[src/rtl/core_cfg_pkg.sv]
// core settings definitions
// bridge widths, setting addresses, the settings struct and its reset value
// pad count, key width and the console pad word

package core_cfg_pkg;

    localparam int BRIDGE_W  = 32;
    localparam int PAD_COUNT = 4;
    localparam int KEY_W     = 16;

    // one word per setting on the bridge
    typedef enum logic [BRIDGE_W-1:0] {
        CFG_MULTITAP     = 32'h0000_0000,
        CFG_AR_CORRECT   = 32'h0000_0010,
        CFG_COMPOSITE    = 32'h0000_0020,
        CFG_OBJ_LIMIT    = 32'h0000_0030,
        CFG_FM           = 32'h0000_0040,
        CFG_PSG          = 32'h0000_0050,
        CFG_HIFI_PCM     = 32'h0000_0060,
        CFG_M30_PAD1     = 32'h0000_0080,
        CFG_M30_PAD2     = 32'h0000_0090,
        CFG_M30_PAD3     = 32'h0000_0100,
        CFG_M30_PAD4     = 32'h0000_0110,
        CFG_FM_CHIP      = 32'h00A0_0000,
        CFG_TURBO        = 32'h00C0_0000,
        CFG_AUDIO_FILTER = 32'h00F0_0000
    } cfg_addr_e;

    localparam logic [BRIDGE_W-1:0] REGION_RD_ADDR = 32'h00E0_0000;

    typedef struct packed {
        logic [1:0] cpu_turbo;
        logic [1:0] audio_filter;
        logic       fm_chip;
        logic       multitap;
        logic       ar_correct;
        logic       composite;
        logic       obj_limit_high;
        logic       fm_en;
        logic       psg_en;
        logic       hifi_pcm;
        logic [3:0] m30_map;          // one bit per pad, pad 1 in bit 0
    } core_cfg_t;

    localparam core_cfg_t CFG_RESET = '{
        obj_limit_high: 1'b1,
        fm_en:          1'b1,
        psg_en:         1'b1,
        hifi_pcm:       1'b1,
        default:        '0
    };

    typedef logic [11:0] pad_word_t;  // Z Y X mode start B C A up down left right

endpackage

[src/rtl/cart_pkg.sv]
// cartridge header definitions
// ROM stream widths, header offsets and the region enum
// quirk struct and the per-title quirk table

package cart_pkg;

    localparam int ROM_ADDR_W = 25;
    localparam int ROM_DATA_W = 16;

    // byte offsets into the header
    localparam logic [ROM_ADDR_W-1:0] HDR_REGION0 = 25'h1F0;
    localparam logic [ROM_ADDR_W-1:0] HDR_REGION1 = 25'h1F2;
    localparam logic [ROM_ADDR_W-1:0] HDR_END     = 25'h200;
    localparam logic [ROM_ADDR_W-1:0] HDR_ID0     = 25'h182;
    localparam logic [ROM_ADDR_W-1:0] HDR_ID1     = 25'h184;
    localparam logic [ROM_ADDR_W-1:0] HDR_ID2     = 25'h186;
    localparam logic [ROM_ADDR_W-1:0] HDR_ID3     = 25'h188;
    localparam logic [ROM_ADDR_W-1:0] HDR_ID4     = 25'h18A;
    localparam logic [ROM_ADDR_W-1:0] HDR_ID_DONE = 25'h18C;

    typedef enum logic [1:0] {
        REGION_JP = 2'd0,
        REGION_US = 2'd1,
        REGION_EU = 2'd2
    } region_e;

    typedef logic [63:0] cart_id_t;   // eight ascii chars, first in the top byte

    typedef struct packed {
        logic       sram;
        logic       sram00;
        logic       eeprom;
        logic       fifo;
        logic       noram;
        logic       pier;
        logic       svp;
        logic       fmbusy;
        logic       schan;
        logic       gun_type;
        logic [7:0] gun_delay;        // lightgun sensor offset
    } quirk_t;

    localparam logic [7:0] GUN_DELAY_DEFAULT = 8'd44;
    localparam quirk_t QUIRK_NONE = '{gun_delay: GUN_DELAY_DEFAULT, default: '0};

    typedef struct packed {
        cart_id_t id;
        quirk_t   quirk;
    } title_t;

    localparam int TITLE_COUNT = 8;

    localparam title_t TITLES [TITLE_COUNT] = '{
        '{id: "T-081276", quirk: '{sram:   1'b1, gun_delay: GUN_DELAY_DEFAULT, default: '0}},
        '{id: "MK-1215 ", quirk: '{eeprom: 1'b1, gun_delay: GUN_DELAY_DEFAULT, default: '0}},
        '{id: "T-113016", quirk: '{noram:  1'b1, gun_delay: GUN_DELAY_DEFAULT, default: '0}},
        '{id: "T-89016 ", quirk: '{fifo:   1'b1, gun_delay: GUN_DELAY_DEFAULT, default: '0}},
        '{id: "T-574023", quirk: '{pier:   1'b1, gun_delay: GUN_DELAY_DEFAULT, default: '0}},
        '{id: "MK-1229 ", quirk: '{svp:    1'b1, gun_delay: GUN_DELAY_DEFAULT, default: '0}},
        '{id: "T-35036 ", quirk: '{fmbusy: 1'b1, gun_delay: GUN_DELAY_DEFAULT, default: '0}},
        '{id: "T-95096-", quirk: '{gun_type: 1'b1, gun_delay: 8'd52, default: '0}}
    };

endpackage

[src/rtl/rom_write_if.sv]
// ROM download word stream
// source and sink modports

`timescale 1ns/1ps

interface rom_write_if;

    logic                          download;  // high for the whole transfer
    logic                          wr;        // one strobe per word
    logic [cart_pkg::ROM_ADDR_W-1:0] addr;    // byte address
    logic [cart_pkg::ROM_DATA_W-1:0] data;    // low byte first in header text

    modport source (output download, wr, addr, data);
    modport sink   (input  download, wr, addr, data);

endinterface

[src/rtl/core_settings.sv]
// settings register bank written over the bridge
// bridge read mux for the region readback

`timescale 1ns/1ps

module core_settings (
    input  logic                               clk_74a,
    input  logic                               pll_core_locked,
    input  logic [core_cfg_pkg::BRIDGE_W-1:0]  bridge_addr,
    input  logic                               bridge_wr,
    input  logic [core_cfg_pkg::BRIDGE_W-1:0]  bridge_wr_data,
    input  cart_pkg::region_e                  region,
    output logic [core_cfg_pkg::BRIDGE_W-1:0]  bridge_rd_data,
    output core_cfg_pkg::core_cfg_t            core_cfg
);

    ////////////////////////////////////////////////////////////
    // write decode

    always_ff @(posedge clk_74a or negedge pll_core_locked) begin
        if (!pll_core_locked) begin
            core_cfg <= core_cfg_pkg::CFG_RESET;
        end else if (bridge_wr) begin
            case (bridge_addr)
                core_cfg_pkg::CFG_TURBO:        core_cfg.cpu_turbo      <= bridge_wr_data[1:0];
                core_cfg_pkg::CFG_AUDIO_FILTER: core_cfg.audio_filter   <= bridge_wr_data[1:0];
                core_cfg_pkg::CFG_FM_CHIP:      core_cfg.fm_chip        <= bridge_wr_data[0];
                core_cfg_pkg::CFG_MULTITAP:     core_cfg.multitap       <= bridge_wr_data[0];
                core_cfg_pkg::CFG_AR_CORRECT:   core_cfg.ar_correct     <= bridge_wr_data[0];
                core_cfg_pkg::CFG_COMPOSITE:    core_cfg.composite      <= bridge_wr_data[0];
                core_cfg_pkg::CFG_OBJ_LIMIT:    core_cfg.obj_limit_high <= bridge_wr_data[0];
                core_cfg_pkg::CFG_FM:           core_cfg.fm_en          <= bridge_wr_data[0];
                core_cfg_pkg::CFG_PSG:          core_cfg.psg_en         <= bridge_wr_data[0];
                core_cfg_pkg::CFG_HIFI_PCM:     core_cfg.hifi_pcm       <= bridge_wr_data[0];
                core_cfg_pkg::CFG_M30_PAD1:     core_cfg.m30_map[0]     <= bridge_wr_data[0];
                core_cfg_pkg::CFG_M30_PAD2:     core_cfg.m30_map[1]     <= bridge_wr_data[0];
                core_cfg_pkg::CFG_M30_PAD3:     core_cfg.m30_map[2]     <= bridge_wr_data[0];
                core_cfg_pkg::CFG_M30_PAD4:     core_cfg.m30_map[3]     <= bridge_wr_data[0];
                default: ;  // unlisted address, bank unchanged
            endcase
        end
    end

    ////////////////////////////////////////////////////////////
    // read mux

    always_comb begin
        bridge_rd_data = '0;
        if (bridge_addr == core_cfg_pkg::REGION_RD_ADDR) begin
            bridge_rd_data = {{(core_cfg_pkg::BRIDGE_W-2){1'b0}}, region};
        end
    end

    // host must not strobe a write with floating data
    a_wr_data_known: assert property (
        @(posedge clk_74a) disable iff (!pll_core_locked)
        bridge_wr |-> !$isunknown(bridge_wr_data)
    );

endmodule

[src/rtl/cart_region_detect.sv]
// header region parsing during ROM download
// region request on header ready and core reset hold

`timescale 1ns/1ps

module cart_region_detect (
    input  logic              clk_74a,
    input  logic              pll_core_locked,
    rom_write_if.sink         rom,
    output cart_pkg::region_e region,
    output logic              core_reset_n
);

    logic [2:0] flags;       // {e, u, j}
    logic [2:0] flags_nxt;
    logic       dl_q;
    logic       hdr_ready;
    logic       ready_q;
    logic       region_set;
    logic [7:0] lo_chr;
    logic [7:0] hi_chr;
    logic [3:0] hrgn;

    function automatic logic [2:0] char_flags(input logic [7:0] c);
        return {c == "E", c == "U", c == "J"};
    endfunction

    assign lo_chr = rom.data[7:0];
    assign hi_chr = rom.data[15:8];
    assign hrgn   = lo_chr[3:0] - 4'd7;  // 'A'..'F' down to 10..15

    always_comb begin
        flags_nxt = flags;
        if (rom.download && !dl_q) flags_nxt = '0;  // new download
        if (rom.wr && rom.download) begin
            if (rom.addr == cart_pkg::HDR_REGION0) begin
                if (|char_flags(lo_chr)) flags_nxt = flags_nxt | char_flags(lo_chr);
                else if (lo_chr >= "0" && lo_chr <= "9") flags_nxt = {lo_chr[3], lo_chr[2], lo_chr[0]};
                else if (lo_chr >= "A" && lo_chr <= "F") flags_nxt = {hrgn[3], hrgn[2], hrgn[0]};
                flags_nxt = flags_nxt | char_flags(hi_chr);  // second char adds on top
            end
            if (rom.addr == cart_pkg::HDR_REGION1) flags_nxt = flags_nxt | char_flags(lo_chr);
        end
    end

    always_ff @(posedge clk_74a or negedge pll_core_locked) begin
        if (!pll_core_locked) begin
            flags      <= '0;
            dl_q       <= 1'b0;
            hdr_ready  <= 1'b0;
            ready_q    <= 1'b0;
            region_set <= 1'b0;
            region     <= cart_pkg::REGION_JP;
        end else begin
            flags   <= flags_nxt;
            dl_q    <= rom.download;
            ready_q <= hdr_ready;
            if (dl_q && !rom.download) hdr_ready <= 1'b0;
            if (rom.wr && rom.download && rom.addr == cart_pkg::HDR_END) hdr_ready <= 1'b1;

            // pick region once per header
            if (hdr_ready && !ready_q) begin
                region_set <= 1'b1;
                if (flags[1]) region <= cart_pkg::REGION_US;
                else if (flags[2]) region <= cart_pkg::REGION_EU;
                else if (flags[0]) region <= cart_pkg::REGION_JP;
                else region <= cart_pkg::REGION_US;
            end
            if (!hdr_ready && ready_q) region_set <= 1'b0;
        end
    end

    assign core_reset_n = ~region_set;  // console held in reset until download ends

    a_region_legal: assert property (
        @(posedge clk_74a) disable iff (!pll_core_locked)
        region != 2'd3
    );

endmodule

[src/rtl/cart_quirk_lookup.sv]
// cart id capture from the ROM header
// title table match for quirks and lightgun settings

`timescale 1ns/1ps

module cart_quirk_lookup (
    input  logic             clk_74a,
    input  logic             pll_core_locked,
    rom_write_if.sink        rom,
    output cart_pkg::quirk_t quirks
);

    cart_pkg::cart_id_t             cart_id;
    cart_pkg::quirk_t               quirk_sel;
    logic [cart_pkg::TITLE_COUNT-1:0] hit;
    logic                           hdr_wr;

    assign hdr_wr = rom.wr && rom.download;

    // id text is byte swapped in the stream
    always_ff @(posedge clk_74a) begin
        if (hdr_wr) begin
            if (rom.addr == cart_pkg::HDR_ID0) cart_id[63:56] <= rom.data[15:8];
            if (rom.addr == cart_pkg::HDR_ID1) cart_id[55:40] <= {rom.data[7:0], rom.data[15:8]};
            if (rom.addr == cart_pkg::HDR_ID2) cart_id[39:24] <= {rom.data[7:0], rom.data[15:8]};
            if (rom.addr == cart_pkg::HDR_ID3) cart_id[23:8]  <= {rom.data[7:0], rom.data[15:8]};
            if (rom.addr == cart_pkg::HDR_ID4) cart_id[7:0]   <= rom.data[7:0];
        end
    end

    ////////////////////////////////////////////////////////////
    // table match

    always_comb begin
        quirk_sel = cart_pkg::QUIRK_NONE;
        for (int i = 0; i < cart_pkg::TITLE_COUNT; i++) begin
            hit[i] = (cart_id == cart_pkg::TITLES[i].id);
            if (hit[i]) quirk_sel = cart_pkg::TITLES[i].quirk;
        end
    end

    always_ff @(posedge clk_74a or negedge pll_core_locked) begin
        if (!pll_core_locked) begin
            quirks <= cart_pkg::QUIRK_NONE;
        end else begin
            // flags drop during download, gun fields kept
            if (rom.download) begin
                quirks <= cart_pkg::quirk_t'{
                    gun_type:  quirks.gun_type,
                    gun_delay: quirks.gun_delay,
                    default:   '0
                };
            end
            if (hdr_wr && rom.addr == cart_pkg::HDR_ID_DONE) quirks <= quirk_sel;
        end
    end

    // titles in the table are distinct
    a_single_match: assert property (
        @(posedge clk_74a) disable iff (!pll_core_locked)
        (hdr_wr && rom.addr == cart_pkg::HDR_ID_DONE) |-> $onehot0(hit)
    );

endmodule

[src/rtl/pad_mapper.sv]
// key synchronisers for four pads
// remap of pocket keys onto the console pad word, default or six-button layout

`timescale 1ns/1ps

module pad_mapper (
    input  logic                            clk_74a,
    input  logic                            pll_core_locked,
    input  logic [core_cfg_pkg::KEY_W-1:0]  keys [core_cfg_pkg::PAD_COUNT],
    input  logic [3:0]                      m30_map,
    output core_cfg_pkg::pad_word_t         pads [core_cfg_pkg::PAD_COUNT]
);

    logic [3:0] m30_q;  // retimed layout select

    always_ff @(posedge clk_74a or negedge pll_core_locked) begin
        if (!pll_core_locked) m30_q <= '0;
        else m30_q <= m30_map;
    end

    for (genvar p = 0; p < core_cfg_pkg::PAD_COUNT; p++) begin : g_pad
        logic [core_cfg_pkg::KEY_W-1:0] s1;
        logic [core_cfg_pkg::KEY_W-1:0] s2;
        logic [core_cfg_pkg::KEY_W-1:0] k;

        always_ff @(posedge clk_74a or negedge pll_core_locked) begin
            if (!pll_core_locked) begin
                s1 <= '0;
                s2 <= '0;
                k  <= '0;
            end else begin
                s1 <= keys[p];
                s2 <= s1;
                k  <= s2;
            end
        end

        // Z Y X mode start B C A then the dpad
        assign pads[p] = m30_q[p] ?
            {k[10], k[7], k[6], k[14], k[15], k[11], k[5], k[4], k[0], k[1], k[2], k[3]} :
            {k[9],  k[6], k[8], k[14], k[15], k[4],  k[5], k[7], k[0], k[1], k[2], k[3]};
    end

endmodule

[src/rtl/core_top.sv]
// housekeeping top level
// settings bank, header region and quirk parsing, pad remap

`timescale 1ns/1ps

module core_top (
    input  logic                               clk_74a,
    input  logic                               pll_core_locked,
    input  logic [core_cfg_pkg::BRIDGE_W-1:0]  bridge_addr,
    input  logic                               bridge_wr,
    input  logic [core_cfg_pkg::BRIDGE_W-1:0]  bridge_wr_data,
    output logic [core_cfg_pkg::BRIDGE_W-1:0]  bridge_rd_data,
    input  logic                               rom_download,
    input  logic                               rom_wr,
    input  logic [cart_pkg::ROM_ADDR_W-1:0]    rom_addr,
    input  logic [cart_pkg::ROM_DATA_W-1:0]    rom_data,
    input  logic [core_cfg_pkg::KEY_W-1:0]     cont1_key,
    input  logic [core_cfg_pkg::KEY_W-1:0]     cont2_key,
    input  logic [core_cfg_pkg::KEY_W-1:0]     cont3_key,
    input  logic [core_cfg_pkg::KEY_W-1:0]     cont4_key,
    output core_cfg_pkg::core_cfg_t            core_cfg,
    output cart_pkg::region_e                  region,
    output logic                               core_reset_n,
    output cart_pkg::quirk_t                   quirks,
    output core_cfg_pkg::pad_word_t            joystick_0,
    output core_cfg_pkg::pad_word_t            joystick_1,
    output core_cfg_pkg::pad_word_t            joystick_2,
    output core_cfg_pkg::pad_word_t            joystick_3
);

    rom_write_if rom_bus ();

    logic [core_cfg_pkg::KEY_W-1:0] pad_keys  [core_cfg_pkg::PAD_COUNT];
    core_cfg_pkg::pad_word_t        pad_words [core_cfg_pkg::PAD_COUNT];

    // download stream in from the loader pins
    assign rom_bus.download = rom_download;
    assign rom_bus.wr       = rom_wr;
    assign rom_bus.addr     = rom_addr;
    assign rom_bus.data     = rom_data;

    assign pad_keys[0] = cont1_key;
    assign pad_keys[1] = cont2_key;
    assign pad_keys[2] = cont3_key;
    assign pad_keys[3] = cont4_key;

    assign joystick_0 = pad_words[0];
    assign joystick_1 = pad_words[1];
    assign joystick_2 = pad_words[2];
    assign joystick_3 = pad_words[3];

    ////////////////////////////////////////////////////////////
    // blocks

    core_settings u_settings (
        .clk_74a         (clk_74a),
        .pll_core_locked (pll_core_locked),
        .bridge_addr     (bridge_addr),
        .bridge_wr       (bridge_wr),
        .bridge_wr_data  (bridge_wr_data),
        .region          (region),
        .bridge_rd_data  (bridge_rd_data),
        .core_cfg        (core_cfg)
    );

    cart_region_detect u_region (
        .clk_74a         (clk_74a),
        .pll_core_locked (pll_core_locked),
        .rom             (rom_bus),
        .region          (region),
        .core_reset_n    (core_reset_n)
    );

    cart_quirk_lookup u_quirks (
        .clk_74a         (clk_74a),
        .pll_core_locked (pll_core_locked),
        .rom             (rom_bus),
        .quirks          (quirks)
    );

    pad_mapper u_pads (
        .clk_74a         (clk_74a),
        .pll_core_locked (pll_core_locked),
        .keys            (pad_keys),
        .m30_map         (core_cfg.m30_map),
        .pads            (pad_words)
    );

endmodule

[config.mk]
export PLATFORM = sky130hd
export DESIGN_NAME = core_top
export DESIGN_NICKNAME = d
export VERILOG_FILES = /design/src/rtl/core_cfg_pkg.sv /design/src/rtl/cart_pkg.sv /design/src/rtl/rom_write_if.sv /design/src/rtl/core_settings.sv /design/src/rtl/cart_region_detect.sv /design/src/rtl/cart_quirk_lookup.sv /design/src/rtl/pad_mapper.sv /design/src/rtl/core_top.sv
export SDC_FILE = /design/constraint.sdc
export NUM_CORES = 1
export LEC_CHECK = 0
export ABC_AREA = 1
export ABC_CLOCK_PERIOD_IN_PS = 3450
export BUFFER_PORTS_ARGS = -buffer_cell sky130_fd_sc_hd__buf_2
export CORE_AREA = 2 2 144 182
export CTS_CLUSTER_DIAMETER = 150
export DETAILED_ROUTE_END_ITERATION = 16
export DIE_AREA = 0 0 146 184
export HOLD_SLACK_MARGIN = 0.06
export SLEW_MARGIN = 0
export SYNTH_ARGS = -nofsm -noshare
export SYNTH_HDL_FRONTEND = slang
export SYNTH_SLANG_ARGS = --single-unit
[constraint.sdc]
create_clock -name clk_74a -period 3.45 [get_ports clk_74a]
set_input_delay 0.345 -clock clk_74a [delete_from_list [all_inputs] [get_ports clk_74a]]
set_output_delay 0.345 -clock clk_74a [all_outputs]
set_load 0.005 [all_outputs]
==> reports/qor.txt <==
Hold Path Sink - u_quirks.cart_id[43]
Diodes inserted - 0
Sink Count - 271
Die height - 184 µm
Fin area - 12700 µm²
Critical Path Source Type - primary input
WL/cell - 13.7 µm
Outcome - complete, no violations
Clock Pin Slew Worst Setup and Hold Paths - 0.06 ns
DRC - 0
Fmax - 448 MHz
Critical Path Stages - 9
Synth Area in XOR/XNOR - 0.0881%
CP Data Arrival Time - 1.89 ns
Sequential standard cell area - 7110 µm²
I/O Pins - 291
Synth area leaders - dfrtp_1 51%, edfxtp_1 19%, buf_4 5.1%
Placed cell areas - 11100 µm²
Dpl ws - 1.17 ns
Post-DR vias/cell - 4.45
WP data required - 3.11 ns
Cell depth of the worst min-delay path - 1
Main synth FF type - dfrtp_1
Hold_sp - rom_data[11]
Share of post-route cells with drive strength above 1 - 25.6%
Syn avg cell area - 11.8 µm²
Adder-Cell Fraction of Synth Area - 0.252%
Final Hold Violating Endpoints - 0
Top delay family on crit path - simple AND/OR/NAND/NOR gates
Max_cap viols - 0
Fin nets - 1299
RSZ-0062 raised after global routing - no
Multiplexer share of the synthesized area - 0.906%
Critical path's most frequent cell - buf_2
Root Buffer - clkbuf_16
Async S/R FF share, synth - 76.4%
CP max-delay cell - nor4_4
Worst Setup SP - bridge_addr[10]
DR vias - 6585
RePlAce Congestion - 0.780
Critical Path Fanout Max - 9
Tmin final - 2.23 ns
Antenna violations before repair - 0
Detailed Route WL - 20300 µm
Detail Placement HPWL - 14500 µm
Critical path type - primary input to output port
CP Buf/Inv Count - 3
Complex-gate fraction of the synthesized area - 2.19%
Cts bufs inserted - 27
Post_cts resized - 0
Crit path largest cell delay - 0.52 ns
Register area share after synthesis - 71.5%
Skew-Pair Late Insertion Delay - 0.53 ns
Total gr overflow - 0
Post-synth EDFFs - 64
Yosys reg bits - 271
Largest family of logic cells by synthesized area - simple AND/OR/NAND/NOR gates
Cells after synthesis - 842
# port buffers - 216
Post-route worst setup slack - 1.22 ns
Crit end category - output port
Pin count of the biggest net entering global routing - 88
Lkg Pwr - 5.97 nW
Total track usage - 14.8%
Yosys cell types - 34
Setup violators final - 0
Tcrit/Tclk final - 64.6%
R2r startpoint - u_quirks.cart_id[47]
Footprint of the multi-input gates - 2090 µm²
Post-Syn Area - 9940 µm²
HP Class - primary input to flop
Slew at the pin closest to its max-slew limit - 0.837 ns
Rel. slew slack - 44.0%
Setup TNS - 0 ns
P per Cell Area - 526 nW/µm²
TritonRoute pass-1 iters - 5
# rows - 65
Pins Over Slew Limit - 0
Crit path cell chain - buf_2 -> inv_1 -> nand2_2 -> nor4_4 -> nand2_4 -> nor3_2 -> nand3_1 -> nor2_1 -> buf_2
Synth warnings - 0
Core ar. - 25000 µm²
Reg2Reg Setup Slack - 1.73 ns
Max Root-Sink Buffers - 3
Leading area contributor after synthesis - dfrtp_1
Synth Area in Simple Gates - 16.3%
Skew final - 0.00985 ns
Reg2reg end - u_quirks.quirks[3]
Worst r2r path cells - 8
Htree depth - 1
Die width - 146 µm
Die area - 26900 µm²
Iter 0 DRT Violations - 318
CTS tree - yes
Peak supply drop - 0.327 mV
Initial Util - 39.7%
Final antenna-violating net count - 0
First-pass GRT wire length - 31700 µm
Via count of the first global-routing pass - 6303
Yosys top cell area share - 50.6%
Area Growth Syn to Fin - 27.9%
Fillers - 2190
cell families (layout without fill, tap and decap cells):
logic type | count (synthesis) | after routing
other | 1 | 36
xor gates and xnor gates | 1 | 1
and+or+nand+nor | 352 | 352
buffers and inverters | 164 | 431
AOI/OAI and AO/OA | 43 | 43
adders and majority gates | 2 | 2
muxes | 8 | 8
DFF | 271 | 271
metrics by stage:
step | total power, mW | util (%) | instances | hold WS (ns)
after global placement | 3.73 | 44.4 | 1361 | 0.331
after CTS | 6.77 | 50.7 | 1479 | 0.0666
after detailed placement | 3.74 | 44.4 | 1361 | 0.335
after floorplan | 3.59 | - | 877 | 0.0494
final | 6.69 | 50.7 | 1479 | 0.0877
after global routing | 6.97 | 50.7 | 1479 | 0.0782
worst max-delay path by stage:
stage	to	slack, ns
detailed placement	bridge_rd_data[1]	1.17
floorplan	u_quirks.cart_id[24]	1.38
global placement	bridge_rd_data[1]	1.18
finish	bridge_rd_data[1]	1.22
global route	bridge_rd_data[1]	1.00
CTS	bridge_rd_data[1]	1.17
flip-flops by register name (all words and copies together) (netlist names):
register,count
u_pads.g_pad.k,56
u_pads.g_pad.s1,56
u_pads.g_pad.s2,56
u_pads.m30_q,4
u_quirks.cart_id,64
u_quirks.quirks,10
u_region.dl_q,1
u_region.flags,3
u_region.hdr_ready,1
u_region.ready_q,1
u_region.region,2
u_region.region_set,1
u_settings.core_cfg,16
routing by layer:
metal / track usage (%) / share of wire [%]
met1: 18.1 / 40
met2: 25.9 / 50
met3: 2.70 / 6.3
met4: 6.10 / 3.4
met5: 0 / 0
cell type report:
type	instances	area share, %
well taps	335	3.30
clock buffers	36	5.90
clock inverters	14	1.35
inverters	91	2.69
repair buffers	290	14.4
flip-flops and latches	271	55.9
multi-input cells	442	16.5
Yosys cell counts, types with 2 or more instances:
| cell | count |
|---|---|
| a21oi_1 | 16 |
| buf_4 | 67 |
| clkbuf_1 | 6 |
| dfrtp_1 | 201 |
| dfstp_2 | 6 |
| edfxtp_1 | 64 |
| ha_1 | 2 |
| inv_1 | 88 |
| inv_2 | 2 |
| mux2_2 | 8 |
| nand2_1 | 126 |
| nand3_1 | 52 |
| nand3b_1 | 4 |
| nand4_1 | 31 |
| nor2_1 | 81 |
| nor3_1 | 34 |
| nor4_1 | 9 |
| o21ai_0 | 15 |
| o21ai_1 | 11 |
| or2_2 | 5 |
cells in the final DEF, fill, tap and decap left out, types with 6 or more instances in the layout:
master / Yosys / layout
buf_2: 0 / 215
nor2_1: 81 / 81
dlygate4sd3_1: 0 / 68
nand2_1: 126 / 126
nand4_1: 31 / 31
dfstp_2: 6 / 6
clkbuf_16: 0 / 27
o21ai_0: 15 / 15
dfrtp_1: 201 / 201
a21oi_1: 16 / 16
edfxtp_1: 64 / 64
nand3_1: 52 / 52
o21ai_1: 11 / 11
inv_1: 88 / 88
mux2_2: 8 / 8
nor3_1: 34 / 34
nor4_1: 9 / 9
conb_1: 1 / 36
power by group:
group / switching (mW) / total, mW / internal, mW
Clock: 1.19 / 2.95 / 1.76
Sequential: 0.0253 / 3.41 / 3.38
Combinational: 0.175 / 0.325 / 0.150
repair_timing:
action	4_1_cts	5_1_grt
hold buffers	68	0
buffers inserted	0	0
hold endpoints to repair	150	0
Note: power is estimated with default switching activity, not from simulation.
